## config.mk

```make
export PLATFORM = sky130hd
export DESIGN_NAME = command_parser
export DESIGN_NICKNAME = d
export VERILOG_FILES = /design/src/hw/pb_pkg.sv /design/src/hw/command_parser.sv
export SDC_FILE = /design/constraint.sdc
export NUM_CORES = 1
export LEC_CHECK = 0
export BUFFER_PORTS_ARGS = -buffer_cell sky130_fd_sc_hd__buf_2
export CAP_MARGIN = 10
export CORE_UTILIZATION = 46
export DETAILED_ROUTE_END_ITERATION = 10
export SYNTH_ARGS = -nofsm -noshare
export SYNTH_HDL_FRONTEND = slang
export SYNTH_SLANG_ARGS = --single-unit
```

## constraint.sdc

```tcl
create_clock -name clock -period 15.59 [get_ports clock]
set_clock_uncertainty 0.05 [all_clocks]
set_input_delay 3.118 -clock clock [delete_from_list [all_inputs] [get_ports clock]]
set_output_delay 3.118 -clock clock [all_outputs]
set_load 0.02 [all_outputs]
```

## src/hw/pb_pkg.sv

```systemverilog
package pb_pkg;

    // Serial bit timing
    localparam int clks_per_bit = 16;                 // Clock cycles per serial bit
    localparam int half_bit     = clks_per_bit / 2;   // Start bit to middle of bit
    localparam int tick_w       = $clog2(clks_per_bit);

    // Line and field sizes
    localparam int line_max     = 32;   // Longest stored line in bytes
    localparam int name_len     = 10;   // Comma sits right after the name
    localparam int param_digits = 8;    // Hex digits after the comma
    localparam int data_w       = 8;
    localparam int addr_w       = 3;
    localparam int board_w      = 4;

    // Bytes moved per command
    localparam int write_bytes = 2;
    localparam int read_bytes  = 4;

    // Access length is setup, strobe_cycles, release
    localparam int strobe_cycles = 2;

    localparam logic [7:0] char_lf    = 8'h0A;
    localparam logic [7:0] char_cr    = 8'h0D;
    localparam logic [7:0] char_comma = 8'h2C;

    localparam logic [7:0] err_unknown = 8'hFE;   // Name not recognised
    localparam logic [7:0] err_hex     = 8'hFD;   // Bad or missing hex digit

    // Command names and fixed reply text
    localparam logic [8*name_len-1:0] cmd_name_write = "pb_i_write";
    localparam logic [8*name_len-1:0] cmd_name_read  = "pb_i__read";
    localparam logic [23:0]           reply_ok       = ",OK";
    localparam logic [71:0]           reply_fail     = "Failed 0x";

    // Reply lengths including CR LF
    localparam int reply_max       = 21;
    localparam int reply_len_write = 15;
    localparam int reply_len_read  = 21;
    localparam int reply_len_fail  = 13;

    typedef enum logic [1:0] {
        cmd_write,
        cmd_read
    } cmd_e;

    // Parser fills bytes in arrival order, sequencer reads the fields
    typedef union packed {
        logic [0:3][7:0] bytes;
        struct packed {
            logic [7:0] addr;    // Low addr_w bits used
            logic [7:0] board;   // Low board_w bits used
            logic [7:0] data0;
            logic [7:0] data1;
        } fields;
    } param_u;

endpackage

```

## src/hw/command_parser.sv

```systemverilog
module command_parser (
    input  logic           clock,
    input  logic           rst_n,
    input  logic [7:0]     rx_data,
    input  logic           rx_valid,
    input  logic           reply_busy,
    output logic           start,
    output pb_pkg::cmd_e   cmd,
    output pb_pkg::param_u param,
    output logic           fail,
    output logic [7:0]     fail_code
);

    logic [7:0]                            line_buf [pb_pkg::line_max];
    logic [$clog2(pb_pkg::line_max+1)-1:0] len;
    logic                                  decode;     // LF seen, decode next cycle
    logic                                  awaiting;   // Command issued, reply not begun

    logic [8*pb_pkg::name_len-1:0] name_word;
    logic                          is_write;
    logic                          is_read;
    logic                          hex_ok;
    logic [4:0]                    nib;
    pb_pkg::param_u                conv;

    // Returns {valid, value}, either letter case
    function automatic logic [4:0] hex_value(input logic [7:0] c);
        if (c >= "0" && c <= "9") begin
            return {1'b1, c[3:0]};
        end
        if ((c >= "A" && c <= "F") || (c >= "a" && c <= "f")) begin
            return {1'b1, c[3:0] + 4'd9};
        end
        return 5'b0;
    endfunction

    always_comb begin
        name_word = '0;
        for (int i = 0; i < pb_pkg::name_len; i++) begin
            name_word[(pb_pkg::name_len-1-i)*8 +: 8] = line_buf[i];
        end
        is_write = (name_word == pb_pkg::cmd_name_write) &&
                   (line_buf[pb_pkg::name_len] == pb_pkg::char_comma);
        is_read  = (name_word == pb_pkg::cmd_name_read) &&
                   (line_buf[pb_pkg::name_len] == pb_pkg::char_comma);

        hex_ok = int'(len) >= pb_pkg::name_len + 1 + pb_pkg::param_digits;   // Short line
        conv   = '0;
        nib    = '0;
        for (int d = 0; d < pb_pkg::param_digits; d++) begin
            nib    = hex_value(line_buf[pb_pkg::name_len + 1 + d]);
            hex_ok = hex_ok & nib[4];
            conv.bytes[d/2][4*(1-d%2) +: 4] = nib[3:0];   // Even digit is high nibble
        end
    end

    always_ff @(posedge clock) begin
        if (!rst_n) begin
            len      <= '0;
            decode   <= 1'b0;
            awaiting <= 1'b0;
            start    <= 1'b0;
            fail     <= 1'b0;
        end else begin
            start  <= 1'b0;
            fail   <= 1'b0;
            decode <= 1'b0;
            if (reply_busy) begin
                awaiting <= 1'b0;            // Writer has taken over the back-pressure
            end
            if (rx_valid && !reply_busy && !awaiting && !decode) begin
                if (rx_data == pb_pkg::char_lf) begin
                    decode <= 1'b1;
                end else if (rx_data != pb_pkg::char_cr &&
                             int'(len) < pb_pkg::line_max) begin
                    line_buf[len[$clog2(pb_pkg::line_max)-1:0]] <= rx_data;
                    len <= len + 1'b1;
                end
            end
            if (decode) begin
                len      <= '0;
                awaiting <= 1'b1;
                if (!is_write && !is_read) begin
                    fail      <= 1'b1;
                    fail_code <= pb_pkg::err_unknown;
                end else if (!hex_ok) begin
                    fail      <= 1'b1;
                    fail_code <= pb_pkg::err_hex;
                end else begin
                    start <= 1'b1;
                    cmd   <= is_write ? pb_pkg::cmd_write : pb_pkg::cmd_read;
                    param <= conv;
                end
            end
        end
    end

endmodule

```

# --- Word level (Yosys, flattened, before mapping) ---
# Memories as Yosys holds them, arrays and structs flattened.
# Cells that the tools add are included.
totals:
  inputBits: 12
  output_inout_bits: 44
  register_bits: 46
  elab_cells: 207
  mem_bits_rw: 256
  memories: 1
classes:
  n_eq_ne: 6
  addsub: 9
  bitwise: 12
  n_lt_le_gt_ge: 50
  n_reduce_logical: 52
  muxes: 69
mem_list:
  columns: ["name", "depth", "width", "rd", "rd_clocked_by_memory_dff", "write_ports", "line_no", "text"]
  rows:
  - ["line_buf", 32, 8, 19, 0, 1, "command_parser.sv:14", "logic [7:0] line_buf [pb_pkg::line_max];"]
op_table:
  columns: ["operator", "count"]
  rows:
  - ["== test 80 x 79 -> 1 bit, second input constant", 2]
  - ["2-to-1 mux 5 bit", 32]
  - ["greater-or-equal comparator 8 x 7 -> 1 bit, second input constant", 16]
  - ["less-or-equal comparator 8 x 7 -> 1 bit, second input constant", 16]
  - ["greater-or-equal comparator 8 x 6 -> 1 bit, second input constant", 8]
  - ["less-or-equal comparator 8 x 6 -> 1 bit, second input constant", 8]
  - ["2-to-1 mux 1 bit", 36]
  - ["adder 4 bit, second input constant", 8]
  - ["logical AND 1 bit", 31]
  - ["AND 1 bit", 8]
  - ["== test 8 x 4 -> 1 bit, second input constant", 1]
  - ["== test 8 x 6 -> 1 bit, second input constant", 1]
  - ["logical OR 1 bit", 8]
  - ["!= test 8 x 4 -> 1 bit, second input constant", 1]
  - ["adder 6 x 1 -> 6 bit, second input constant", 1]
  - ["greater-or-equal comparator 6 x 5 -> 1 bit, second input constant", 1]
  - ["< comparator 6 bit, second input constant", 1]
  - ["AND reduction 3 bit", 2]
  - ["zero test 1 bit", 5]
  - ["NOT 1 bit", 4]
  - ["AND reduction 2 bit", 2]
  - ["AND reduction 4 bit", 1]
  - ["OR reduction 3 bit", 1]
  - ["2-to-1 mux 2 bit", 1]
  - ["3 further kinds", 3]

# --- Logic depth before layout (Yosys ltp) ---
# An unclocked memory read counts as a cell.
depth:
  depth_word: 18
  mapped_depth: 7
  mapped_depth_nobuf: 7

# --- Worst setup path after synthesis ---
# No wires, ideal clock.
synth_timing:
  path_kind: "input -> register"
  start: "in rst_n"
  end: "reg cmd[0] (enable)"
  cell_stages: 3
  t_arrival_ps: 6556
  path_slack_ps: 8478
  t_required_ps: 15034
  n_path_buf: 1
  setup_ps: 506
  path_cell_list: "buf_4 -> nand2_1 -> nor4_1"
synth_via:
  elab_chain_len: 1
synth_rtl:
  columns: ["element", "line_no", "text"]
  rows:
  - ["start: declaration", "command_parser.sv:3", "input logic rst_n,"]
  - ["AND reduction 4 bit (no source line)", null, null]
  - ["end signal: assignment", "command_parser.sv:91", "cmd <= is_write ? pb_pkg::cmd_write : pb_pkg::cmd_read;"]
  - ["end: declaration", "command_parser.sv:8", "output pb_pkg::cmd_e cmd,"]
# Every way passes these cells.
# A chain may end at the register's enable or synchronous reset.

# --- Final worst setup path ---
layout_timing:
  start: "in rx_data[1]"
  end: "mem line_buf[9][3] (enable)"
layout_via:
  elab_chain_len: 7
  word_cells_on_any_way: 8
  classes_between: "2 x eq/ne; 5 x mux; 1 x reduce/logical"
layout_rtl:
  columns: ["element", "line_no", "text"]
  rows:
  - ["start: declaration", "command_parser.sv:4", "input logic [7:0] rx_data,"]
  - ["!= test 8 x 4 -> 1 bit", "command_parser.sv:74", "end else if (rx_data != pb_pkg::char_cr &&"]
  - ["logical AND 1 bit", "command_parser.sv:74", null]
  - ["2-to-1 mux 1 bit", "command_parser.sv:74", null]
  - ["2-to-1 mux 1 bit (*)", "command_parser.sv:72", "if (rx_data == pb_pkg::char_lf) begin"]
  - ["2-to-1 mux 1 bit (*)", "command_parser.sv:71", "if (rx_valid && !reply_busy && !awaiting && !decode) begin"]
  - ["2-to-1 mux 1 bit (*)", "command_parser.sv:58", "if (!rst_n) begin"]
  - ["2-to-1 mux 1 bit (not written as such) (*)", "command_parser.sv:76", "line_buf[len[$clog2(pb_pkg::line_max)-1:0]] <= rx_data;"]
  - ["end: declaration", "command_parser.sv:14", null]
# Every way passes the cells marked *; elsewhere a longest branch is shown, timed or not.

==> results.cfg <==
[timing]
tightest_slew_ns = 0.938
min_period_ns = 5.39
whs_ns = 0.493
max_freq_mhz = 185
final.setup.tns_ns = 0
final_hold_viol_count = 0
finalSetupViolCount = 0
slew_headroom_pct = 36.7
drv_slew = 0
fin_crit_sh_pct = 34.6
rsz0062_at_grt = false

[critical_path]
cp-start-kind = input port
timing.critical_path.max_delay_family = simple AND/OR/NAND/NOR gates
regToRegStartpoint = line_buf[16][0]$_DFFE_PP_
critPathMaxFanout = 22
crit_cells = 6
r2r_cells = 8
timing.rr.end = param[19]$_DFFE_PP_
crit_path_max_incr_delay_ns = 0.61
worst-endpoint-required_ns = 15.62
path_class = in -> reg
slowest_stage = nor2_1
worstPathArrival_ns = 5.42
r2r_slack_ns = 12.32
end_kind = register
crit_buf_inv = 1
path_cells = buf_2 > and3b_1 > o2111ai_1 > and2_1 > nand3_1 > nor2_1
cp-startpoint = rx_data[1]
critPathCapture = line_buf[9][3]$_DFFE_PP_

[layout]
drive_above_1_share_pct = 18.3
area_growth_pct = 13.6
utilization_pct = 54.0
n_antenna_cell = 0
finalNonFillerCells = 789
fin_nets = 596

[clock_tree]
post_cts_buffers = 0
cts_tree = done
holdBufCountCts = 0
cts-root-buf = clkbuf_16
cts_max_level = 4
cts_num_sinks = 197
clk_pin_slew_ns = 0.07
cts_resized = 0
clock_latency_ns = 0.44
clockBufferDepth = 2
numCtsBuffers = 17

[die]
core_area_um2 = 16700
die_h_um = 133
dieArea_um2 = 17800
num_rows = 47
ios = 56
start_util_pct = 47.5
chipWidth_um = 133

[routing]
dr.max_layer_used = met4
wl_met3_um = 756
drt_iter0_markers = 386
wire_per_inst_um = 18.5
wl_met2_mm = 6.80
wl_met1_mm = 6.92
viasPerCell = 5.45
dr.pass1.iters = 5
drt-total-wl_mm = 14.6
ant_nets = 0
vias = 4301
drc = 0

[grt]
grt_antenna_before_repair = 0
grt_max_degree = 23
grt_pass1_wl_mm = 22.8
grt_overflow = 0
grt_pass1_vias = 4155
grtUsageTotal_pct = 17.6

[place]
routabilityCongestion = 0.763
dp_hpwl_mm = 9.28
io_buffers = 48
dp_cells = 757

[run]
max-cap-violations = 0

[yosys]
yosysSeqAreaShare_pct = 73.2
synth.area.top_cells = edfxtp_1, ha_1, dfxtp_1
synth_top_area_share_pct = 70.7
yosysTopAreaCell = edfxtp_1
synth_edf_count = 187
yosys.cell_types.count = 56
syn_area_per_cell_um2 = 16.2
synth_area_um2 = 7940
ys_warn_count = 0
postSynthCellCount = 491
yosys_register_bits = 197
synthArstFlopShare_pct = 0
synthFlopType = edfxtp_1

[power_and_ir_drop]
ir_worst_vdd_uv = 130
leakagePower_uw = 0.00300
power_density_nw_per_um2 = 114

[status]
outcome = finished clean

[worst_hold_path]
holdPathStages = 2
min_path_type = reg -> reg
## Yosys cell counts (8+ instances only)
master	instances
buf_4	8
nor4b_1	9
ha_1	28
nor4bb_1	8
nand3_1	10
o21ai_0	16
dfxtp_1	10
o21bai_1	8
nor2_1	33
edfxtp_1	187
inv_1	25
nand2_1	25
## worst min-delay path by stage
stage,from,end,slack (ns)
after floorplan,len[5]$_SDFFE_PP0P_,len[5]$_SDFFE_PP0P_,0.41
after global placement,len[5]$_SDFFE_PP0P_,len[5]$_SDFFE_PP0P_,0.48
after detailed placement,len[5]$_SDFFE_PP0P_,len[5]$_SDFFE_PP0P_,0.48
after CTS,len[5]$_SDFFE_PP0P_,len[5]$_SDFFE_PP0P_,0.50
after global routing,len[5]$_SDFFE_PP0P_,len[5]$_SDFFE_PP0P_,0.53
final,len[5]$_SDFFE_PP0P_,len[5]$_SDFFE_PP0P_,0.49
## cell usage in the layout (no fill, tap or decap), drive strengths merged, types with 3 or more instances in the layout
cell / n
a2111oi: 9
a21oi: 6
a22o: 6
a311oi: 8
a31oi: 6
and2: 3
buf: 50
bufinv: 3
clkbuf: 19
clkinv: 4
clkinvlp: 5
conb: 7
dfxtp: 10
edfxtp: 187
ha: 28
inv: 26
mux2: 5
nand2: 25
nand2b: 4
nand3: 10
nand4: 6
nand4b: 3
nor2: 33
nor2b: 5
nor3b: 6
nor4: 4
nor4b: 9
nor4bb: 8
o21ai: 20
o21bai: 8
o22a: 6
o22ai: 5
o311ai: 3
o31a: 3
or4b: 6
xor2: 3
## kinds of logic after synthesis
| logic type | synth area share [%] |
|---|---|
| compound gates | 8.75 |
| xor+xnor | 0.441 |
| fa+ha+maj | 4.41 |
| buf+inv | 1.99 |
| flops | 73.2 |
| mux | 0.709 |
| other cells | 0.0946 |
| simple gates | 10.4 |
## flip-flops by register name, indices dropped and copies added (netlist names)
| signal | flops |
|---|---|
| start | 1 |
| param | 32 |
| len | 6 |
| decode | 1 |
| line_buf | 152 |
| awaiting | 1 |
| fail_code | 2 |
| fail | 1 |
| cmd | 1 |
## through the flow
step	worst slack (ns)	total power (uW)	instance area, um2
after floorplan	8.48	597	7960
after global placement	9.85	606	8430
after detailed placement	9.71	607	8430
after CTS	10.16	1040	9020
after global routing	9.97	1060	9020
final	10.20	1030	9020
## routing by layer
metal | vias up | track usage [%]
met2 | 114 | 26.8
li1 | 2061 | -
met4 | 0 | 5.49
met5 | - | 0
met1 | 2110 | 24.6
met3 | 16 | 4.95
## power by group
group / switching, uW / leakage (uW) / internal, uW / total [uW]
Clock: 185 / 0.000271 / 251 / 436
Combinational: 13.6 / 0.000971 / 2.44 / 16.0
Sequential: 0.771 / 0.00176 / 578 / 579
## worst reg2reg max path, stage by stage, from the launching register on
cell       delay, ns
edfxtp_1        0.46
inv_1           0.13
ha_1            0.17
o21bai_1        0.08
a2111oi_2       0.75
o22ai_1         0.25
or3_4           0.46
nor4_2          0.28
buf_4           0.33
## final cells by class
cell class / instances / area, um2
Clock buffer: 19 / 433
Clock inverter: 13 / 158
Fill cell: 1325 / 7680
Inverter: 25 / 93.8
Multi-Input combinational cell: 265 / 1990
Sequential cell: 197 / 5820
Tap cell: 220 / 275
Timing Repair Buffer: 50 / 255
Power figures use the tool's default switching activity.
