## src/hw/pb_pkg.sv

```systemverilog
package pb_pkg;

    // Serial bit timing
    localparam int clks_per_bit = 16;                 // Clock cycles per serial bit
    localparam int half_bit     = clks_per_bit / 2;   // Start bit to middle of bit
    localparam int tick_w       = $clog2(clks_per_bit);

    // Line and field sizes
    localparam int line_max     = 32;   // Longest stored line in bytes
    localparam int name_len     = 10;   // Comma sits right after the name
    localparam int param_digits = 8;    // Hex digits after the comma
    localparam int data_w       = 8;
    localparam int addr_w       = 3;
    localparam int board_w      = 4;

    // Bytes moved per command
    localparam int write_bytes = 2;
    localparam int read_bytes  = 4;

    // Access length is setup, strobe_cycles, release
    localparam int strobe_cycles = 2;

    localparam logic [7:0] char_lf    = 8'h0A;
    localparam logic [7:0] char_cr    = 8'h0D;
    localparam logic [7:0] char_comma = 8'h2C;

    localparam logic [7:0] err_unknown = 8'hFE;   // Name not recognised
    localparam logic [7:0] err_hex     = 8'hFD;   // Bad or missing hex digit

    // Command names and fixed reply text
    localparam logic [8*name_len-1:0] cmd_name_write = "pb_i_write";
    localparam logic [8*name_len-1:0] cmd_name_read  = "pb_i__read";
    localparam logic [23:0]           reply_ok       = ",OK";
    localparam logic [71:0]           reply_fail     = "Failed 0x";

    // Reply lengths including CR LF
    localparam int reply_max       = 21;
    localparam int reply_len_write = 15;
    localparam int reply_len_read  = 21;
    localparam int reply_len_fail  = 13;

    typedef enum logic [1:0] {
        cmd_write,
        cmd_read
    } cmd_e;

    // Parser fills bytes in arrival order, sequencer reads the fields
    typedef union packed {
        logic [0:3][7:0] bytes;
        struct packed {
            logic [7:0] addr;    // Low addr_w bits used
            logic [7:0] board;   // Low board_w bits used
            logic [7:0] data0;
            logic [7:0] data1;
        } fields;
    } param_u;

endpackage

```

## src/hw/uart_rx.sv

```systemverilog
module uart_rx (
    input  logic       clock,
    input  logic       rst_n,
    input  logic       serial_in,
    output logic [7:0] rx_data,
    output logic       rx_valid
);

    logic [1:0]                  sync;      // Two-stage synchroniser
    logic                        busy;
    logic [3:0]                  bit_idx;   // 0 start, 1..8 data, 9 stop
    logic [pb_pkg::tick_w-1:0]   tick;

    always_ff @(posedge clock) begin
        if (!rst_n) begin
            sync     <= 2'b11;
            busy     <= 1'b0;
            bit_idx  <= '0;
            tick     <= '0;
            rx_valid <= 1'b0;
        end else begin
            sync     <= {sync[0], serial_in};
            rx_valid <= 1'b0;
            if (!busy) begin
                if (!sync[1]) begin                                 // Falling edge of start bit
                    busy    <= 1'b1;
                    bit_idx <= '0;
                    tick    <= pb_pkg::tick_w'(pb_pkg::half_bit - 1);
                end
            end else if (tick != '0) begin
                tick <= tick - 1'b1;
            end else begin
                // Middle of the current bit
                tick    <= pb_pkg::tick_w'(pb_pkg::clks_per_bit - 1);
                bit_idx <= bit_idx + 1'b1;
                if (bit_idx == 4'd0) begin
                    if (sync[1]) begin
                        busy <= 1'b0;                               // Glitch, not a start bit
                    end
                end else if (bit_idx == 4'd9) begin
                    busy     <= 1'b0;
                    rx_valid <= sync[1];                            // Drop frame on bad stop bit
                end else begin
                    rx_data <= {sync[1], rx_data[7:1]};             // LSB arrives first
                end
            end
        end
    end

endmodule

```

## config.mk

```make
export PLATFORM = sky130hd
export DESIGN_NAME = uart_rx
export DESIGN_NICKNAME = d
export VERILOG_FILES = /design/src/hw/pb_pkg.sv /design/src/hw/uart_rx.sv
export SDC_FILE = /design/constraint.sdc
export NUM_CORES = 1
export LEC_CHECK = 0
export ABC_CLOCK_PERIOD_IN_PS = 2000
export BUFFER_PORTS_ARGS = -buffer_cell sky130_fd_sc_hd__buf_2
export CAP_MARGIN = 20
export CORE_MARGIN = 10
export CORE_UTILIZATION = 53
export DETAILED_ROUTE_END_ITERATION = 8
export PLACE_DENSITY = 0.86
export SYNTH_ARGS = -nofsm -noshare
export SYNTH_HDL_FRONTEND = slang
export SYNTH_SLANG_ARGS = --single-unit
export TNS_END_PERCENT = 50
```

## constraint.sdc

```tcl
create_clock -name clock -period 2 [get_ports clock]
set_input_delay 0.1 -clock clock [delete_from_list [all_inputs] [get_ports clock]]
set_output_delay 0.1 -clock clock [all_outputs]
set_load 0.01 [all_outputs]
```

# Word-level counts from Yosys, hierarchy flattened
# Cells that the tools add are included.
# totals
regBits	20
latchBits	0
ram_bits	0
romBits	0
input_bits	3
word_cells	32
n_memories	0
# classes
add_sub_neg	2
n_mul	0
div	0
n_lt_le_gt_ge	0
eq_ne	3
shift	0
mux	11
bitwise	5
n_reduce_logical	5
# op_table
operator	count
2-to-1 mux 4 bit	6
2-to-1 mux 1 bit	5
NOT 1 bit	5
AND reduction 5 bit	1
OR reduction 5 bit	1
adder 4 x 1 -> 4 bit (second input constant)	1
equality test 4 bit (second input constant)	1
logical NOT 4 bit	1
nonzero test 4 bit	1
subtractor 4 x 1 -> 4 bit (second input constant)	1
!= test 2 x 1 -> 1 bit (second input constant)	1
!= test 2 bit (second input constant)	1
AND reduction 2 bit	1

# Depth between registers and ports, before layout
# Gate-level depths: netlist of the first run.
# logic_depth
word_depth	5
ltp_mapped	5
mapped_depth_nobuf	5

# Least setup slack after synthesis of the first run
# Ideal clock, no wire load.
# synth_timing
kind	reg-to-reg
start	register tick[0] (netlist bit)
end	register rx_data[0] (enable)
arrival_time_ns	1.299
required_time_ns	1.630
path_slack_ns	0.331
path_stages_with_launch	6
path_buffers	0
period_less_slack_ns	1.669
path_cell_list	dfxtp_1 -> inv_1 -> ha_1 -> and4bb_2 -> nand2_1 -> nor2_1
# synth_between
elab_chain_cells	3
# synth_rtl
item	line	rtl
start: declaration	uart_rx.sv:12	logic [pb_pkg::tick_w-1:0] tick;
start signal: assignment	uart_rx.sv:28	tick <= pb_pkg::tick_w'(pb_pkg::half_bit - 1);
start signal: assignment	uart_rx.sv:31	tick <= tick - 1'b1;
start signal: assignment	uart_rx.sv:34	tick <= pb_pkg::tick_w'(pb_pkg::clks_per_bit - 1);
nonzero test 4 bit	uart_rx.sv:30	end else if (tick != '0) begin
NOT 1 bit (no line)	n/a	
AND reduction 5 bit (no line)	n/a	
end signal: assignment	uart_rx.sv:44	rx_data <= {sync[1], rx_data[7:1]};
end: declaration	uart_rx.sv:5	output logic [7:0] rx_data,
# No other way between the ends.
# A chain may end at the register's enable or synchronous reset.

# Worst setup path in the final report of the first run
# layout_timing
start	register tick[0] (netlist bit)
end	register rx_data[1] (enable)
# The elaborated chain is that of the path after synthesis.

==> implementation parameters, run 1 <==
Parameter                              Value

Synth
  Share of the synthesized area in the top cell type ... 0.277
  Sequential fraction of the synthesis area ... 0.555
  Post-synthesis instance total ... 76
  Avg Inst Size Synth ... approximately 11 µm²
  YS warnings ... 0
  Netlist Area Pre-Place ... around 870 µm²
  Synthesis-stage register bit count ... 20
  Net Count, Synth ... 83
  Leading register cell type out of synthesis ... sky130_fd_sc_hd__dfxtp_1
  Fraction of registers with async set/reset ... 0
  Count of cell types in the netlist ... 29
  Number of enable flip-flop cells after synthesis ... 8
  Main area contributors after synthesis ... sky130_fd_sc_hd__dfxtp_1, sky130_fd_sc_hd__edfxtp_1, sky130_fd_sc_hd__ha_1
  Yosys top cell by area ... sky130_fd_sc_hd__dfxtp_1

Clock network
  TritonCTS clock tree ... built
  Cell at the root of the clock tree ... sky130_fd_sc_hd__clkbuf_4
  Clk pin slew, worst setup/hold paths ... between 0.1 and 0.15 ns
  CTS HTree Levels ... 1
  Sinks on the clock net ... 20
  Source-to-sink clock delay at the later pin of the worst-skew pair ... around 0.30 ns
  Buffer depth of the longest clock path ... 2
  Total setup buffers inserted after CTS ... 0
  Number of clock buffers inserted by TritonCTS ... 3

Critical path
  Reg2reg path depth ... 6
  Crit path required time ... 2.03 ns
  Total buffers and inverters traversed by the critical path ... 2
  CP peak stage delay ... around 0.37 ns
  Reg2Reg Capture Point ... rx_data[1]
  Critical R2R Launch ... tick[0]
  Critical path arrival ... 1.64 ns
  Critical path start-end classification ... flip-flop to flip-flop
  Startpoint kind of the worst setup timing path ... flip-flop
  Critical Path Fanout Max ... 8
  Register-to-Register Setup Slack ... between 0.3 and 0.4 ns
  Cell at the slowest stage of the critical path ... sky130_fd_sc_hd__dfxtp_1
  Series of cell instances along the critical path ... inv_1 > ha_1 > and4bb_2 > nand2_1 > nor2_1 > buf_4
  Crit. End Element ... flip-flop
  Top Family by Delay on Critical Path ... simple AND/OR/NAND/NOR gates

Min path
  Class of the worst hold path ... input port to flip-flop
  Cell depth of the worst hold path ... 2
  Hold Crit Endpoint ... sync[0]
  Hold wc startpoint ... rst_n

Placed design
  Cell area reported after detailed placement ... between 900 and 1000 µm²
  Final weighted congestion in routability-driven placement ... about 0.78
  Dpl ws ... 0.391 ns
  Input/output buffers ... 11
  Placed wire-length estimate ... roughly 1100 µm
  Placed insts ... approximately 100

Route
  Vias ... about 630
  Detailed-router iteration count before antenna repair ... 4
  Ratio of routed vias to standard cells ... 5.75
  Iter 0 DRT Violations ... 20
  Post-route ant nets ... 0
  Remaining design rule violation count ... 0
  Total length of routed wires ... ~1600 µm
  Routed wire length per instance ... 14.7 µm

Cells and area
  Number of non-filler instances in the completed layout ... about 110
  Most frequent standard cell in the layout excluding fill and tap cells ... sky130_fd_sc_hd__dfxtp_1
  Highest-count cells in the layout ignoring fill and taps ... sky130_fd_sc_hd__dfxtp_1, sky130_fd_sc_hd__buf_2, sky130_fd_sc_hd__edfxtp_1
  Layout area overhead ... 17.1%
  Count of nets after finishing ... ~100
  Ant diodes ... 0
  Final core utilization ... 0.665
  Layout Cell Area excl Fill ... between 1000 and 1500 µm²
  Share of cells above drive strength 1 ... 0.226

Floorplan
  Placeable Area ... approximately 1500 µm²
  Area of the die ... between 3000 and 4000 µm²
  Die height ... between 60 and 70 µm
  Horizontal die dimension ... just over 60 µm
  Number of core rows ... 14
  Top-Level Pins ... 12
  Initial core utilization ... 0.568

GRT
  Number of antenna violations at the first check in global routing ... 0
  Global-route wire length before repair ... approximately 2400 µm
  Via count of the first global-routing pass ... around 540
  Combined global-route utilization of all metal layers ... 0.0916
  Grt total ovfl ... 0
  Maximum number of pins on one net before global-route repair ... 16

Timing
  Max Clk Rate ... around 0.62 GHz
  Final worst-path setup slack ... around 0.39 ns
  Min Hold Slack ... roughly 0.028 ns
  Setup TNS after final layout ... 0 ns
  Final Critical Period ... between 1.5 and 2 ns
  Final Hold Violating Endpoints ... 0
  Slew Limit Headroom ... 0.794
  Slew Limit Fails ... 0
  Total of endpoints with negative setup slack in the final report ... 0
  Share of the cycle needed by the critical path after routing ... 0.806
  Transition time at the pin with the least slew margin ... between 0.3 and 0.4 ns
  Max Clock Skew ... around 0.00094 ns
  Unrepaired setup endpoints after global routing ... no

Power and ir drop
  Leakage dissipation ... 0.399 nW
  Total power per unit cell area ... approximately 830 nW/µm²
  IR Drop Worst-Case VDD ... between 0.5 and 0.6 mV
  Pwr Total ... around 840 µW

Job
  Max_cap viols ... 0

Status
  Result of the run ... finished, final reports clean
-- Yosys cell counts, types with 2 or more instances --
| cell type | n |
|---|---|
| sky130_fd_sc_hd__a21o_1 | 2 |
| sky130_fd_sc_hd__a21oi_1 | 3 |
| sky130_fd_sc_hd__a221oi_1 | 2 |
| sky130_fd_sc_hd__a311oi_1 | 2 |
| sky130_fd_sc_hd__a31oi_1 | 2 |
| sky130_fd_sc_hd__dfxtp_1 | 12 |
| sky130_fd_sc_hd__edfxtp_1 | 8 |
| sky130_fd_sc_hd__ha_1 | 4 |
| sky130_fd_sc_hd__inv_1 | 5 |
| sky130_fd_sc_hd__nand2_1 | 7 |
| sky130_fd_sc_hd__nand2b_1 | 5 |
| sky130_fd_sc_hd__nand4b_1 | 2 |
| sky130_fd_sc_hd__nor2_1 | 5 |
| sky130_fd_sc_hd__nor2b_1 | 2 |
-- metal layers --
| layer | vias up | share of wire | GRT usage |
|---|---|---|---|
| met5 | - | 0 | 0 |
| met4 | 0 | 0.026 | 0.0721 |
| li1 | 314 | - | - |
| met1 | 298 | 0.44 | 0.107 |
| met2 | 11 | 0.47 | 0.132 |
| met3 | 4 | 0.063 | 0.0334 |
-- power breakdown --
part,leakage (nW),internal (mW),total (mW),switching [mW]
sequential,0.170,0.431,0.444,0.0129
clock,0.0279,0.203,0.330,0.128
combinational,0.201,0.0298,0.0632,0.0335
-- flip-flops by register name (all words and copies together) (netlist names) --
name and flops:
busy 1, sync 2, bit_idx 4, rx_valid 1, tick 4, rx_data 8
-- final cells by class --
class	count	area (µm²)
tap	16	20.0
clock inverter	1	30.0
sequential	20	480
multi-input combinational	50	362
fill	116	510
clock buffer	3	22.5
inverter	5	18.8
timing repair buffer	14	80.1
-- worst max-delay path by stage --
stage,from,slack [ns],cells past startpoint,end
floorplan,tick[0],0.33,5,rx_data[0]
global route,tick[0],0.27,6,rx_data[2]
CTS,tick[0],0.38,6,rx_data[2]
global placement,tick[0],0.49,6,rx_data[7]
finish,tick[0],0.39,6,rx_data[1]
detailed placement,tick[0],0.39,6,rx_data[2]
-- what timing repair did --
action                                  4_1_cts  5_1_grt
gates resized for setup                       0        0
hold buffers                                  1        0
endpoints found under the setup margin        0        0
hold endpoints to repair                      1        0
-- cell families after synthesis --
family | after synthesis | synth area share
DFF | 20 | 0.555
muxes | 1 | 0.0116
buffers and inverters | 6 | 0.0275
adders and majority gates | 4 | 0.0578
and+or+nand+nor | 28 | 0.199
AOI/OAI and AO/OA | 17 | 0.149
Power figures use the tool's default switching activity.
==> run 2, diff against run 1 <==
--- a/config.mk
+++ b/config.mk
@@ -5,7 +5,7 @@
 export SDC_FILE = /design/constraint.sdc
 export NUM_CORES = 1
 export LEC_CHECK = 0
-export ABC_CLOCK_PERIOD_IN_PS = 2000
+export ABC_CLOCK_PERIOD_IN_PS = 1500
 export BUFFER_PORTS_ARGS = -buffer_cell sky130_fd_sc_hd__buf_2
 export CAP_MARGIN = 20
 export CORE_MARGIN = 10
==> constraint.sdc (replaced) <==
create_clock -name clock -period 1.5 [get_ports clock]
set_input_delay 0.075 -clock clock [delete_from_list [all_inputs] [get_ports clock]]
set_output_delay 0.075 -clock clock [all_outputs]
set_load 0.01 [all_outputs]
==> implementation parameters, run 2 (synthesis results as in run 1) <==
Parameter                              Value

GRT
  Global-route wire length before repair ... 2750 µm (+13%)
  Via count of the first global-routing pass ... 573 (+5.7%)
  Combined global-route utilization of all metal layers ... 0.0965 (+0.00490)
  Grt total ovfl ... 0 (unchanged)
  Number of antenna violations at the first check in global routing ... 0 (unchanged)
  Maximum number of pins on one net before global-route repair ... 16 (unchanged)

Cells and area
  Ant diodes ... 0 (unchanged)
  Flip-flop count of the largest register, all copies and words added ... 8 (unchanged)
  Share of cells above drive strength 1 ... 0.298 (+0.0721)
  Count of nets after finishing ... 102 (+0.99%)
  Most frequent standard cell in the layout excluding fill and tap cells ... sky130_fd_sc_hd__buf_2
  Number of non-filler instances in the completed layout ... 110 (+0.92%)
  Most flop-heavy register ... rx_data
  Highest-count cells in the layout ignoring fill and taps ... sky130_fd_sc_hd__buf_2, sky130_fd_sc_hd__dfxtp_1, sky130_fd_sc_hd__edfxtp_1
  Regs by FF count ... rx_data (8), bit_idx (4), tick (4)
  Layout area overhead ... 17.8%

Timing
  Slew Limit Fails ... 0 (unchanged)
  Transition time at the pin with the least slew margin ... 0.303 ns (-0.00601 ns)
  Max Clk Rate ... 0.682 GHz (+10%)
  Min Hold Slack ... 0.0353 ns (+0.00720 ns)
  Share of the cycle needed by the critical path after routing ... 0.978 (+0.171)
  Max Clock Skew ... 0.00583 ns (+0.00489 ns)
  Final worst-path setup slack ... 0.0334 ns (-0.354 ns)
  Total of endpoints with negative setup slack in the final report ... 0 (unchanged)
  Final Critical Period ... 1.47 ns (-0.146 ns)
  Slew Limit Headroom ... 0.797 (+0.00340)
  Unrepaired setup endpoints after global routing ... yes
  Final Hold Violating Endpoints ... 0 (unchanged)

Route
  Routed wire length per instance ... 15.8 µm (+7.0%)
  Total length of routed wires ... 1740 µm (+8.0%)
  Detailed-router iteration count before antenna repair ... 4 (unchanged)
  Post-route ant nets ... 0 (unchanged)
  Remaining design rule violation count ... 0 (unchanged)
  Ratio of routed vias to standard cells ... 5.95 (+3.5%)
  Vias ... 655 (+4.5%)
  Iter 0 DRT Violations ... 20 (unchanged)

Placed design
  Final weighted congestion in routability-driven placement ... 0.786 (+0.74%)
  Placed wire-length estimate ... 1280 µm (+13%)
  Dpl ws ... -0.00761 ns (-0.398 ns)
  Placed insts ... 105 (+0.96%)
  Input/output buffers ... 11 (unchanged)

Power and ir drop
  Pwr Total ... 949 µW (+13%)
  Switching Fraction ... 0.240 (+0.0320)
  Leakage dissipation ... 0.394 nW (-1.2%)
  Switching power summed over all nets ... 228 µW (+31%)
  Combinational share of power ... 0.107 (+0.032)
  IR Drop Worst-Case VDD ... 0.621 mV (+13%)
  Int Pwr ... 721 µW (+8.7%)
  Clock group share of total power ... 0.270 (-0.125)
  Sequential group share of total power ... 0.623 (+0.093)
  Total power per unit cell area ... 930 nW/µm² (+13%)

Clock network
  Buffer depth of the longest clock path ... 2 (unchanged)
  Total setup buffers inserted after CTS ... 0 (unchanged)
  CTS HTree Levels ... 1 (unchanged)
  Clk pin slew, worst setup/hold paths ... 0.11 ns (about the same)
  Sinks on the clock net ... 20 (unchanged)
  Cell at the root of the clock tree ... sky130_fd_sc_hd__clkbuf_4
  Source-to-sink clock delay at the later pin of the worst-skew pair ... 0.29 ns (about the same)
  Number of clock buffers inserted by TritonCTS ... 3 (unchanged)
  TritonCTS clock tree ... built

Min path
  Class of the worst hold path ... input port to flip-flop

Critical path
  Startpoint kind of the worst setup timing path ... flip-flop
  Critical Path Fanout Max ... 8 (unchanged)
  Critical path arrival ... 1.45 ns (-0.19 ns)
  Register-to-Register Setup Slack ... 0.03 ns (-0.35 ns)
  Crit path required time ... 1.49 ns (-0.54 ns)
  Critical path start-end classification ... flip-flop to flip-flop
  Crit. End Element ... flip-flop

Floorplan
  Die height ... 60.4 µm (unchanged)
  Number of core rows ... 14 (unchanged)
  Horizontal die dimension ... 60.4 µm (unchanged)
  Top-Level Pins ... 12 (unchanged)
  Placeable Area ... 1520 µm² (unchanged)
  Area of the die ... 3650 µm² (unchanged)
  Initial core utilization ... 0.568 (unchanged)

Job
  Max_cap viols ... 0 (unchanged)

Status
  Result of the run ... finished, final reports clean
## run 2: what timing repair did
action / CTS / global route
hold buffers: 1 / 0
pin swaps: 1 / 2
endpoints found under the hold margin: 1 / 0
gates resized for setup: 1 / 6
setup endpoints to repair: 8 / 11
## run 2: path summary, 6_finish.rpt
| check | start | end | depth (start not counted) |
|---|---|---|---|
| worst min-delay path | rst_n | sync[0] | 2 |
| worst max register to register | tick[1] | rx_data[5] | 5 |
| worst min register to register | sync[0] | sync[1] | 1 |
| worst max-delay path | tick[1] | rx_data[5] | 5 |
## run 2: layout make-up
cell class,instances,area [µm²]
Timing Repair Buffer,15,87.6
Sequential cell,20,483
Multi-Input combinational cell,50,384
Inverter,5,18.8
Clock inverter,1,3.75
Clock buffer,3,22.5
Fill cell,112,504
Tap cell,16,20.0
## run 2: through the flow
stage / TNS, ns / area, µm² / utilization
after global routing: -0.0558 / 1020 / 0.669
final: 0 / 1020 / 0.669
after detailed placement: -0.0605 / 966 / 0.634
after floorplan: 0 / 873 / -
after global placement: 0 / 966 / 0.634
after CTS: 0 / 1000 / 0.659
## run 2: power groups by stage
stage,clock network [mW],logic (mW),registers [mW]
final,0.256,0.102,0.591
after global routing,0.271,0.114,0.593
after CTS,0.263,0.0939,0.589
after detailed placement,0,0.0900,0.601
after global placement,0,0.0865,0.600
after floorplan,0,0.0637,0.600
## run 2: metal layers
layer,GRT usage,vias up,part of all wire
met5,0,-,0
met4,0.0376,0,0.0069
met3,0.0209,2,0.058
met2,0.156,23,0.51
met1,0.122,316,0.42
li1,-,314,-
## run 2: critical path: stages (launching register included)
cell and delay [ns]:
sky130_fd_sc_hd__dfxtp_2 0.36, sky130_fd_sc_hd__inv_2 0.07, sky130_fd_sc_hd__ha_4 0.15, sky130_fd_sc_hd__and4bb_2 0.26, sky130_fd_sc_hd__nand2_2 0.07, sky130_fd_sc_hd__nor2_4 0.25
