$ cat src/hw/pb_pkg.sv
package pb_pkg;

    // Serial bit timing
    localparam int clks_per_bit = 16;                 // Clock cycles per serial bit
    localparam int half_bit     = clks_per_bit / 2;   // Start bit to middle of bit
    localparam int tick_w       = $clog2(clks_per_bit);

    // Line and field sizes
    localparam int line_max     = 32;   // Longest stored line in bytes
    localparam int name_len     = 10;   // Comma sits right after the name
    localparam int param_digits = 8;    // Hex digits after the comma
    localparam int data_w       = 8;
    localparam int addr_w       = 3;
    localparam int board_w      = 4;

    // Bytes moved per command
    localparam int write_bytes = 2;
    localparam int read_bytes  = 4;

    // Access length is setup, strobe_cycles, release
    localparam int strobe_cycles = 2;

    localparam logic [7:0] char_lf    = 8'h0A;
    localparam logic [7:0] char_cr    = 8'h0D;
    localparam logic [7:0] char_comma = 8'h2C;

    localparam logic [7:0] err_unknown = 8'hFE;   // Name not recognised
    localparam logic [7:0] err_hex     = 8'hFD;   // Bad or missing hex digit

    // Command names and fixed reply text
    localparam logic [8*name_len-1:0] cmd_name_write = "pb_i_write";
    localparam logic [8*name_len-1:0] cmd_name_read  = "pb_i__read";
    localparam logic [23:0]           reply_ok       = ",OK";
    localparam logic [71:0]           reply_fail     = "Failed 0x";

    // Reply lengths including CR LF
    localparam int reply_max       = 21;
    localparam int reply_len_write = 15;
    localparam int reply_len_read  = 21;
    localparam int reply_len_fail  = 13;

    typedef enum logic [1:0] {
        cmd_write,
        cmd_read
    } cmd_e;

    // Parser fills bytes in arrival order, sequencer reads the fields
    typedef union packed {
        logic [0:3][7:0] bytes;
        struct packed {
            logic [7:0] addr;    // Low addr_w bits used
            logic [7:0] board;   // Low board_w bits used
            logic [7:0] data0;
            logic [7:0] data1;
        } fields;
    } param_u;

endpackage

$ cat src/hw/response_writer.sv
module response_writer (
    input  logic         clock,
    input  logic         rst_n,
    input  logic         done,
    input  pb_pkg::cmd_e done_cmd,
    input  logic [31:0]  read_word,
    input  logic         fail,
    input  logic [7:0]   fail_code,
    input  logic         tx_busy,
    output logic         tx_start,
    output logic [7:0]   tx_data,
    output logic         reply_busy
);

    logic [8*pb_pkg::reply_max-1:0] text;        // Left-aligned reply
    logic [8*pb_pkg::reply_max-1:0] next_text;
    logic [4:0]                     len;
    logic [4:0]                     next_len;
    logic [4:0]                     idx;

    // Upper-case hex
    function automatic logic [7:0] hex_char(input logic [3:0] n);
        return {4'h0, n} + ((n < 4'd10) ? 8'h30 : 8'h37);
    endfunction

    always_comb begin
        if (fail) begin
            next_text = {pb_pkg::reply_fail, hex_char(fail_code[7:4]), hex_char(fail_code[3:0]),
                         pb_pkg::char_cr, pb_pkg::char_lf, {8{8'h00}}};
            next_len  = 5'(pb_pkg::reply_len_fail);
        end else if (done_cmd == pb_pkg::cmd_write) begin
            next_text = {pb_pkg::cmd_name_write, pb_pkg::reply_ok,
                         pb_pkg::char_cr, pb_pkg::char_lf, {6{8'h00}}};
            next_len  = 5'(pb_pkg::reply_len_write);
        end else begin
            next_text = {pb_pkg::cmd_name_read, pb_pkg::char_comma, {8{8'h00}},
                         pb_pkg::char_cr, pb_pkg::char_lf};
            // Eight digits after the comma, top nibble first
            for (int i = 0; i < 8; i++) begin
                next_text[(pb_pkg::reply_max - 12 - i)*8 +: 8] = hex_char(read_word[(7-i)*4 +: 4]);
            end
            next_len  = 5'(pb_pkg::reply_len_read);
        end
    end

    always_ff @(posedge clock) begin
        if (!rst_n) begin
            reply_busy <= 1'b0;
            tx_start   <= 1'b0;
            idx        <= '0;
        end else begin
            tx_start <= 1'b0;
            if (!reply_busy) begin
                if (done || fail) begin
                    reply_busy <= 1'b1;
                    idx        <= '0;
                end
            end else if (!tx_busy && !tx_start) begin   // tx_busy lags tx_start by a cycle
                tx_start <= 1'b1;
                idx      <= idx + 1'b1;
                if (idx == len - 1'b1) begin
                    reply_busy <= 1'b0;                 // Last byte handed over
                end
            end
        end
    end

    always_ff @(posedge clock) begin
        if (!reply_busy && (done || fail)) begin
            text <= next_text;
            len  <= next_len;
        end
        if (reply_busy && !tx_busy && !tx_start) begin
            tx_data <= text[(pb_pkg::reply_max - 1 - int'(idx))*8 +: 8];
        end
    end

endmodule

$ cat config.mk
export PLATFORM = sky130hd
export DESIGN_NAME = response_writer
export DESIGN_NICKNAME = d
export VERILOG_FILES = /design/src/hw/pb_pkg.sv /design/src/hw/response_writer.sv
export SDC_FILE = /design/constraint.sdc
export NUM_CORES = 1
export LEC_CHECK = 0
export BUFFER_PORTS_ARGS = -buffer_cell sky130_fd_sc_hd__buf_2
export CORE_MARGIN = 8
export CORE_UTILIZATION = 50
export CTS_CLUSTER_SIZE = 8
export DETAILED_ROUTE_END_ITERATION = 8
export GPL_ROUTABILITY_DRIVEN = 1
export GPL_TIMING_DRIVEN = 1
export PLACE_DENSITY = 0.69
export SYNTH_ARGS = -nofsm -noshare
export SYNTH_HDL_FRONTEND = slang
export SYNTH_SLANG_ARGS = --single-unit
$ cat constraint.sdc
create_clock -name clock -period 2.8 [get_ports clock]
set_input_delay 0.14 -clock clock [delete_from_list [all_inputs] [get_ports clock]]
set_output_delay 0.14 -clock clock [all_outputs]
set_load 0.05 [all_outputs]
---- After elaboration in Yosys (flattened, before gate mapping) ----
Cells that the tools add are included.
storage, ports and cells
  flip-flop bits (word level) ............. 187
  input bits .............................. 47
  logic and storage cells ................. 68
operators by class
  add/sub/neg operators ................... 13
  magnitude comparators ................... 10
  equal/unequal tests ..................... 2
  shifts and indexed selects .............. 1
  muxes and demuxes ....................... 21
  reductions and logical operators ........ 13
operators by type and width
  operator                                               count
  variable part select 168 x 9 -> 8 bit                  1
  two-way mux 126 bit                                    1
  two-way mux 96 bit                                     1
  adder 4 x 6 -> 7 bit                                   10
  < comparator 4 bit, second input constant              10
  two-way mux 3 bit                                      10
  two-way mux 5 bit                                      4
  subtractor 5 x 5 -> 6 bit, first input constant        1
  adder 5 x 1 -> 5 bit, second input constant            1
  equality test 5 bit                                    1
  two-way mux 1 bit                                      5
  subtractor 5 x 1 -> 5 bit, second input constant       1
  logical AND 1 bit                                      4
  AND reduction 2 bit                                    2
  zero test 1 bit                                        3
  zero test 2 bit                                        1
  inequality test 2 x 1 -> 1 bit, second input constant  1
  nonzero test 2 bit                                     1
  OR reduction 2 bit                                     1
  logical OR 1 bit                                       1

---- Logic depth before layout (Yosys ltp) ----
Gate-level depths: netlist of run 1.
  depth in word-level cells ............... 5
  gate-level depth with buffers ........... 10
  mapped depth without buffers ............ 7

---- Worst setup path before layout of run 1 ----
OpenSTA, ideal clock, no wires.
  path type ............................... register to register
  start ................................... register reply_busy
  end ..................................... register idx[1]
  library setup time ...................... 0.119 ns
  arrival ................................. 2.621 ns
  data required time ...................... 2.681 ns
  setup slack ............................. 0.060 ns
  cell stages (with the launch flop) ...... 6
  clock period less this slack ............ 2.740 ns
  cell sequence ........................... dfxtp_1 > o21bai_1 > inv_1 > nor2_1 > a22oi_1 > nor2b_1
on the way
  word-level cells in the longest chain between the ends .. 2
  elaborated cells between the ends (all ways) .. 4
RTL lines
  item                                                                                          line                   text
  start, declared                                                                               response_writer.sv:12  output logic reply_busy
  start signal, assigned                                                                        response_writer.sv:48  reply_busy <= 1'b0;
  start signal, assigned                                                                        response_writer.sv:55  reply_busy <= 1'b1;
  start signal, assigned                                                                        response_writer.sv:62  reply_busy <= 1'b0;
  inequality test 2 x 1 -> 1 bit (no source line) / nonzero test 2 bit (equally long branches)  n/a
  AND reduction 2 bit (no source line)                                                          n/a
  end signal, assigned                                                                          response_writer.sv:60  idx <= idx + 1'b1;
  end, declared                                                                                 response_writer.sv:19  logic [4:0] idx;
Several ways; a longest one is shown, not always the timed one.
A chain may end at the register's enable or synchronous reset.

---- Worst setup path after layout of run 1 ----
  start ................................... register idx[0]
  end ..................................... register tx_data[4], data pin
on the way
  word-level cells in the longest chain between the ends .. 2
RTL lines
  item                                   line                   text
  subtractor 5 x 5 -> 6 bit              response_writer.sv:74  tx_data <= text[(pb_pkg::reply_max - 1 - int'(idx))*8 +: 8];
  variable part select 168 x 9 -> 8 bit  response_writer.sv:74
  end signal, assigned                   response_writer.sv:74
  end, declared                          response_writer.sv:11  output logic [7:0] tx_data,
Every way passes these cells.

==> results of run 1 <==
[cell usage after synthesis, drive strengths merged (3+ instances only)]
master and number:
nor3 11, and2 9, o21ai 19, a31oi 6
clkbuf 16, nand4 6, a221oi 9, nand2 31
dfxtp 7, and3 15, o32ai 3, a22o 7
fa 4, buf 19, or3 3, a21oi 37
inv 12, xnor2 11, mux2 9, a21o 14
nand3 13, a21boi 5, nor2 56, xor2 14
edfxtp 82, mux2i 16, nor2b 13, nand2b 5
o21a 14, a22oi 7, a221o 4, o211ai 4
ha 29
[area by class of cell]
class	instances	area, µm²	area share, %
Multi-Input combinational cell	402	2830	44.5
Timing Repair Buffer	71	408	6.41
Sequential cell	89	2600	40.9
Clock buffer	9	225	3.54
Inverter	13	48.8	0.767
Tap cell	143	179	2.81
Clock inverter	7	65.1	1.02
[metal layers]
layer,vias to the layer above,GRT usage [%],share of wire [%]
met5,-,0,0
li1,2115,-,-
met1,2131,25.6,45
met2,141,31.1,48
met3,15,3.45,5.4
met4,0,5.79,1.2
[power groups by stage]
stage | Sequential, mW | Combinational (mW) | Clock (mW)
global route | 1.68 | 0.712 | 1.22
global placement | 1.70 | 0.620 | 0
finish | 1.67 | 0.640 | 1.16
CTS | 1.67 | 0.643 | 1.17
floorplan | 1.69 | 0.429 | 0
detailed placement | 1.70 | 0.639 | 0
[sequential cells by signal, indices dropped and copies added, names as in the netlist]
name / cells
text: 73
tx_data: 7
idx: 5
len: 2
reply_busy: 1
tx_start: 1
[logic make-up after synthesis]
kind of cell    share of synthesized area, %
simple gates                            14.3
compound gates                          18.5
other cells                           0.0662
flops                                   45.9
buf+inv                                 4.11
mux                                     4.62
xor+xnor                                4.66
fa+ha+maj                               7.82
[worst min path at each step]
stage	from	to	cells past startpoint
floorplan	fail	text[162]	0
detailed placement	rst_n	tx_start	2
global placement	rst_n	tx_start	2
global route	rst_n	tx_start	2
CTS	rst_n	tx_start	2
finish	rst_n	tx_start	2
==> flow_summary.toml, run 1 <==
[run_status]
status = "finished clean"

[worst_setup_path]
r2r_start = "idx[0]"
critPathCapture = "tx_data[4]"
critPathTopFamily = "compound AO/OA/AOI/OAI gates"
slowest_stage = "ha_1"
required_ps = 2870
worst-path-max-fanout = 9
timing.rr.end = "tx_data[4]"
arrival_ps = 2450
crit_type = "flip-flop to flip-flop"
r2r_slack_ps = 420
worst-path-stages = 8
critical_path_buf_inv_count = 2
critPathLaunch = "idx[0]"
cp_cell_sequence = "clkinv_1 -> ha_1 -> buf_4 -> mux2_2 -> a22oi_1 -> o22ai_1 -> a21boi_0 -> o32ai_1"
r2r_cells = 8
start_kind = "flip-flop"
endpoint_kind = "flip-flop"
cpPeakStageDelay_ps = 510

[die]
die_area_mm2 = 0.0150
initial_core_util_pct = 50.5
num_rows = 39
die_y_um = 122
io-pin-count = 57
die_w_um = 122
core-area_mm2 = 0.0112

[sta]
hold_viol_final = 0
fmax_mhz = 420
worst_slew_pin_slew_ps = 966
setup_tns_ps = 0
fin_crit_sh_pct = 85.0
maxSlewHeadroom_pct = 35.4
finClkSkew_ps = 6.99
setup_slack_ps = 420
period_needed_ps = 2380
whs_ps = 64.5
finalSetupViolations = 0
maxSlewViolCount = 0
rsz0062_at_grt = "no"

[pwr]
p_sw_share_pct = 28.4
pwr-share-comb_pct = 18.5
p_leak_nw = 2.57
p_switching_mw = 0.983
powerDensity_mw_per_mm2 = 545
power.internal_mw = 2.48
clkPwrFrac_pct = 33.4
ir_drop_uv = 322
sequentialPowerShare_pct = 48.1
power.total_mw = 3.47

[synth]
synth_top_area_share_pct = 43.5
ys.flop_type = "edfxtp_1"
yosys.area.top_type = "edfxtp_1"
synth-edff-count = 82
ys_ff_latch = 89
ys_seq_area_share_pct = 45.9
synthArstFlopShare_pct = 0
avgSynthCellArea_um2 = 10.5
synthTopCellsByArea = "edfxtp_1 (43%), ha_1 (6.4%), nor2_1 (3.7%)"
synth_warnings = 0
syn_area_mm2 = 0.00567
synth.net_count = 619
syn_inst = 539
yosysUniqueCellTypes = 67

[detailed_routing]
routedWlPerCell_um = 19.1
drt_first_pass_iters = 5
routed_wl_mm = 14.0
drc = 0
drt_iter0_markers = 378
ant_nets = 0
vias = 4402
avgViaCountPerCell = 6.00

[final_layout]
final_cell_mix = "edfxtp_1 (82), nor2_1 (56), buf_2 (55)"
n_antenna_cell = 0
fin_nets = 666
area_growth_pct = 12.2
final_common_cell = "edfxtp_1"
fin_cells = 734
fillCellCount = 1006
fin_area_mm2 = 0.00636
drive_gt1_share_pct = 17.9
utilization_pct = 56.7

[placed_design]
io_buffers = 55
post-place-ws_ps = 471
post-place-cells = 718
hpwl_mm = 10.4
gp_congestion = 0.947
postPlaceCellArea_mm2 = 0.00607

[global_route]
first_global_vias = 4284
gr-total-overflow = 0
antenna_found_initial = 0
grt_usage_pct = 19.2
grt_max_degree = 64
grt_pass1_wl_mm = 22.2

[hold_path]
hp-class = "primary input to flip-flop"

[cts]
postCtsSetupRepairBufs = 0
cts.path.max_buffers = 2
cts_resized = 0
root_buffer = "clkbuf_16"
ctsHtreeMaxLevel = 3
cts_buffers = 9
clk_latency_ps = 340
cts_tree = "done"
cts.reportedPaths.clkPinSlew_ps = 70
cts_hold_buf = 0
cts.sinks = 89

[job]
timing.max_cap.violations = 0
Note: power is estimated with default switching activity, not from simulation.
==> run 2: changes to the inputs <==
--- a/config.mk
+++ b/config.mk
@@ -5,6 +5,7 @@
 export SDC_FILE = /design/constraint.sdc
 export NUM_CORES = 1
 export LEC_CHECK = 0
+export ABC_AREA = 1
 export BUFFER_PORTS_ARGS = -buffer_cell sky130_fd_sc_hd__buf_2
 export CORE_MARGIN = 8
 export CORE_UTILIZATION = 50
==> run 2 against run 1 <==
Net effect: flip-flop and latch count stayed put; via count is 14% higher; register-to-register slack about the same; wire length up 7.2%; cell area grew 1.0%; setup slack lost 7.9 ps; area after synthesis increased by 0.53%.
==> flow_summary.toml, run 2 <==
[detailed_routing]
avgViaCountPerCell = 5.55
routed_wl_mm = 15.0
drc = 0
vias = 5014
routedWlPerCell_um = 16.7
drt_iter0_markers = 273
drt_first_pass_iters = 5
ant_nets = 0

[final_layout]
drive_gt1_share_pct = 13.7
area_growth_pct = 12.8
n_antenna_cell = 0
biggestRegsByFlops = "text (73), tx_data (7), idx (5)"
fin_cells = 903
final_cell_mix = "nand2_1 (162), inv_1 (90), nor2_1 (88)"
largest_reg_flops = 73
fin_nets = 835
utilization_pct = 57.0
final_common_cell = "nand2_1"
top_register = "text"

[global_route]
grt_max_degree = 41
grt_pass1_wl_mm = 24.5
first_global_vias = 4873
grt_usage_pct = 21.0
antenna_found_initial = 0
gr-total-overflow = 0

[sta]
fmax_mhz = 419
finalSetupViolations = 0
rsz0062_at_grt = "no"
setup_tns_ps = 0
hold_viol_final = 0
maxSlewViolCount = 0
maxSlewHeadroom_pct = 51.6
fin_crit_sh_pct = 85.3
whs_ps = 65.7
finClkSkew_ps = 4.11
worst_slew_pin_slew_ps = 726
period_needed_ps = 2390

[worst_setup_path]
arrival_ps = 2600
slowest_stage = "dfxtp_1"
endpoint_kind = "flip-flop"
path_common_cell = "nand2_1"
crit_type = "flip-flop to flip-flop"
timing.rr.end = "tx_data[1]"
cp_cell_sequence = "inv_1 -> ha_1 -> nor2_2 -> buf_4 -> nand4_1 -> nand2_1 -> nor2_1 -> nand2_1 -> nand2_1 -> nand2_1 -> nand3_1 -> nand2_1"
worst-path-stages = 12
required_ps = 3010
critPathLaunch = "idx[1]"
worst-path-max-fanout = 10
start_kind = "flip-flop"
r2r_cells = 12
critPathTopFamily = "simple AND/OR/NAND/NOR gates"
critical_path_buf_inv_count = 2
critPathCapture = "tx_data[1]"
r2r_slack_ps = 410
r2r_start = "idx[1]"
cpPeakStageDelay_ps = 430

[synth]
synth-edff-count = 82
yosysUniqueCellTypes = 45
synth_top_area_share_pct = 43.2
syn_area_mm2 = 0.00570
yosys-top-cells-count = "nand2_1 (162), inv_1 (90), nor2_1 (89)"
yosysMostFrequentCell = "nand2_1"
synth.net_count = 779
synthTopCellsByArea = "edfxtp_1 (43%), nand2_1 (11%), ha_1 (6.4%)"
synth_warnings = 0
avgSynthCellArea_um2 = 8.15
ys.flop_type = "edfxtp_1"
synthArstFlopShare_pct = 0
ys_seq_area_share_pct = 45.7
yosys.area.top_type = "edfxtp_1"
syn_inst = 699
ys_ff_latch = 89

[die]
initial_core_util_pct = 50.5
die_w_um = 123
die_area_mm2 = 0.0151
num_rows = 39
die_y_um = 123
io-pin-count = 57
core-area_mm2 = 0.0113

[run_status]
status = "finished clean"

[hold_path]
hp-class = "primary input to flip-flop"
hold_path_depth = 3

[cts]
postCtsSetupRepairBufs = 0
cts.sinks = 89
cts_resized = 0
cts_tree = "done"
ctsHtreeMaxLevel = 3
cts_hold_buf = 0
clk_latency_ps = 340
cts.path.max_buffers = 2
root_buffer = "clkbuf_16"
cts.reportedPaths.clkPinSlew_ps = 60
cts_buffers = 9

[pwr]
ir_drop_uv = 287
powerDensity_mw_per_mm2 = 552
power.total_mw = 3.55
p_leak_nw = 3.07

[placed_design]
post-place-cells = 887
hpwl_mm = 11.4
gp_congestion = 0.909
io_buffers = 55

[job]
timing.max_cap.violations = 0
==> run 2: where the power goes <==
| group | internal, mW | switching (mW) |
|---|---|---|
| logic | 0.230 | 0.475 |
| registers | 1.61 | 0.0554 |
| clock network | 0.686 | 0.488 |
==> run 2: cells by family (layout without fill, tap and decap cells) <==
kind of cell | Yosys count | after routing | share of synthesized area (%)
buffers and inverters | 123 | 184 | 8.96
other | 1 | 1 | 0.0658
xor gates and xnor gates | 7 | 7 | 1.21
AOI/OAI and AO/OA | 96 | 96 | 9.82
adders and majority gates | 33 | 33 | 7.78
DFF | 89 | 89 | 45.7
and+or+nand+nor | 350 | 350 | 26.5
==> run 2: layer usage <==
layer	vias up	GRT usage, %	routed length, µm
met5	-	0	0
met4	0	8.68	305
met3	25	3.40	1010
met2	177	33.7	6980
met1	2351	27.7	6740
li1	2461	-	-
==> run 2: area by class of cell <==
type                    instances  area [µm²]
clock buffers                  10         229
clock inverters                 6        58.8
fillers                      1058        4850
inverters                      96         360
multi-input cells             487        2590
flip-flops and latches         89        2600
well taps                     143         179
repair buffers                 72         403
==> run 2: worst min-delay path by stage <==
stage               startpoint         end  slack, ps
detailed placement       rst_n  reply_busy        420
floorplan                 fail   text[162]        240
CTS                      rst_n  reply_busy         50
global route             rst_n  reply_busy        100
finish                   rst_n  reply_busy         70
global placement         rst_n  reply_busy        420
==> run 2: metrics by stage <==
step | setup slack, ps | area (µm²)
floorplan | 314 | 5700
global placement | 549 | 6130
detailed placement | 497 | 6130
CTS | 489 | 6420
global route | 306 | 6420
finish | 412 | 6420
==> run 2: worst register-to-register path, cell delays in order, from the launching register on <==
cell and delay [ps]:
dfxtp_1 430, inv_1 110, ha_1 390, nor2_2 250, buf_4 240, nand4_1 230
nand2_1 150, nor2_1 60, nand2_1 90, nand2_1 110, nand2_1 80, nand3_1 60
nand2_1 60
==> run 3: changes to the inputs <==
--- a/config.mk
+++ b/config.mk
@@ -8,12 +8,12 @@
 export ABC_AREA = 1
 export BUFFER_PORTS_ARGS = -buffer_cell sky130_fd_sc_hd__buf_2
 export CORE_MARGIN = 8
-export CORE_UTILIZATION = 50
+export CORE_UTILIZATION = 55
 export CTS_CLUSTER_SIZE = 8
 export DETAILED_ROUTE_END_ITERATION = 8
 export GPL_ROUTABILITY_DRIVEN = 1
 export GPL_TIMING_DRIVEN = 1
-export PLACE_DENSITY = 0.69
+export PLACE_DENSITY = 0.75
 export SYNTH_ARGS = -nofsm -noshare
 export SYNTH_HDL_FRONTEND = slang
 export SYNTH_SLANG_ARGS = --single-unit
==> run 3 against run 2 <==
Net effect: register-to-register slack hardly changed; clock power down 27%; sequential share of layout area up 0.73 points; largest power group unchanged; via count about the same; critical path depth stayed put; non-clock buffer count stayed put.
==> flow_summary.toml, run 3 (synthesized netlist as in run 2, its figures left out) <==
[hold_path]
hold_path_depth = 3
hp-class = "primary input to flip-flop"
hold_start = "rst_n"
worstHoldEndpoint = "reply_busy"

[placed_design]
gp_congestion = 0.967
hpwl_mm = 11.3
post-place-ws_ps = 506
io_buffers = 55

[pwr]
ir_drop_uv = 319
powerDensity_mw_per_mm2 = 511
p_leak_nw = 3.03
power.total_mw = 3.23

[worst_setup_path]
start_kind = "flip-flop"
critical_path_buf_inv_count = 2
arrival_ps = 2610
cpPeakStageDelay_ps = 440
cp_cell_sequence = "inv_1 -> ha_1 -> nor2_2 -> buf_4 -> nand4_1 -> nand2_1 -> nor2_1 -> nand2_1 -> nand2_1 -> nand2_1 -> nand3_1 -> nand2_1"
r2r_start = "idx[1]"
crit_type = "flip-flop to flip-flop"
timing.rr.end = "tx_data[1]"
path_common_cell = "nand2_1"
r2r_slack_ps = 420
worst-path-max-fanout = 10
required_ps = 3030
critPathTopFamily = "simple AND/OR/NAND/NOR gates"
r2r_cells = 12
endpoint_kind = "flip-flop"
slowest_stage = "dfxtp_1"

[final_layout]
biggestRegsByFlops = "text (73), tx_data (7), idx (5)"
n_antenna_cell = 0
top_register = "text"
largest_reg_flops = 73
utilization_pct = 61.9
final_cell_mix = "nand2_1 (162), inv_1 (90), nor2_1 (88)"
fin_nets = 835
drive_gt1_share_pct = 13.7
area_growth_pct = 10.8
final_common_cell = "nand2_1"

[detailed_routing]
ant_nets = 0
drc = 0
routedWlPerCell_um = 16.7
vias = 5012
routed_wl_mm = 14.9
drt_iter0_markers = 360
avgViaCountPerCell = 5.60
drt_first_pass_iters = 5

[global_route]
first_global_vias = 4930
antenna_found_initial = 0
grt_max_degree = 46
gr-total-overflow = 0
grt_usage_pct = 21.6
grt_pass1_wl_mm = 24.2

[cts]
postCtsSetupRepairBufs = 0
clk_latency_ps = 360
cts_tree = "done"
cts.path.max_buffers = 2
cts.reportedPaths.clkPinSlew_ps = 80
cts.sinks = 89
cts_buffers = 9
ctsHtreeMaxLevel = 3
cts_hold_buf = 0
cts_resized = 0
root_buffer = "clkbuf_8"

[die]
die_area_mm2 = 0.0139
num_rows = 37
core-area_mm2 = 0.0102
die_y_um = 118
initial_core_util_pct = 55.9
io-pin-count = 57
die_w_um = 118

[run_status]
status = "finished clean"

[sta]
maxSlewHeadroom_pct = 57.5
finClkSkew_ps = 5.67
fin_crit_sh_pct = 84.9
hold_viol_final = 0
worst_slew_pin_slew_ps = 638
maxSlewViolCount = 0
finalSetupViolations = 0
period_needed_ps = 2380
fmax_mhz = 421
rsz0062_at_grt = "no"
whs_ps = 56.3
setup_tns_ps = 0
setup_slack_ps = 424

[job]
timing.max_cap.violations = 0
## run 3: changes by cell type in the layout (fill, tap and decap cells not counted)
cell,before,now
clkinv_4,2,1
inv_6,0,1
clkbuf_16,9,0
clkbuf_8,0,9
clkbuf_1,1,0
## run 3: power by group
| part | internal [mW] | switching [mW] | total (mW) |
|---|---|---|---|
| Combinational | 0.232 | 0.473 | 0.705 |
| Sequential | 1.61 | 0.0595 | 1.67 |
| Clock | 0.403 | 0.448 | 0.852 |
## run 3: worst max path at each step
| stage | startpoint | end | depth (start not counted) |
|---|---|---|---|
| 5_1_grt | idx[1] | tx_data[1] | 12 |
| 3_3_place_gp | idx[1] | tx_data[1] | 12 |
| 4_1_cts | idx[1] | tx_data[1] | 12 |
| 2_1_floorplan | reply_busy | idx[4] | 7 |
| 3_5_place_dp | idx[1] | tx_data[1] | 12 |
| 6_report | idx[1] | tx_data[1] | 12 |
## run 3: layout make-up
class                   instances  area (µm²)
flip-flops and latches         89        2600
repair buffers                 72         403
clock buffers                   9         124
fillers                       941        3880
well taps                     136         170
multi-input cells             487        2590
inverters                      96         360
clock inverters                 6        58.8
## run 3: per-stage QoR
| stage | area [µm²] | cells |
|---|---|---|
| 2_1_floorplan | 5700 | 699 |
| 3_3_place_gp | 6130 | 880 |
| 3_5_place_dp | 6130 | 880 |
| 4_1_cts | 6310 | 895 |
| 5_1_grt | 6310 | 895 |
| 6_report | 6310 | 895 |
## run 3: metal layers
metal,GRT usage (%),up-vias,part of all wire [%]
met5,0,-,0
met4,8.97,0,2.5
met3,4.46,32,7.1
met2,33.9,212,46
met1,28.4,2313,45
li1,-,2455,-
## run 3: worst min-delay path: cells and delay by family
kind / cells / cell delay [ps]
compound gates: 1 / 40
buf+inv: 2 / 200
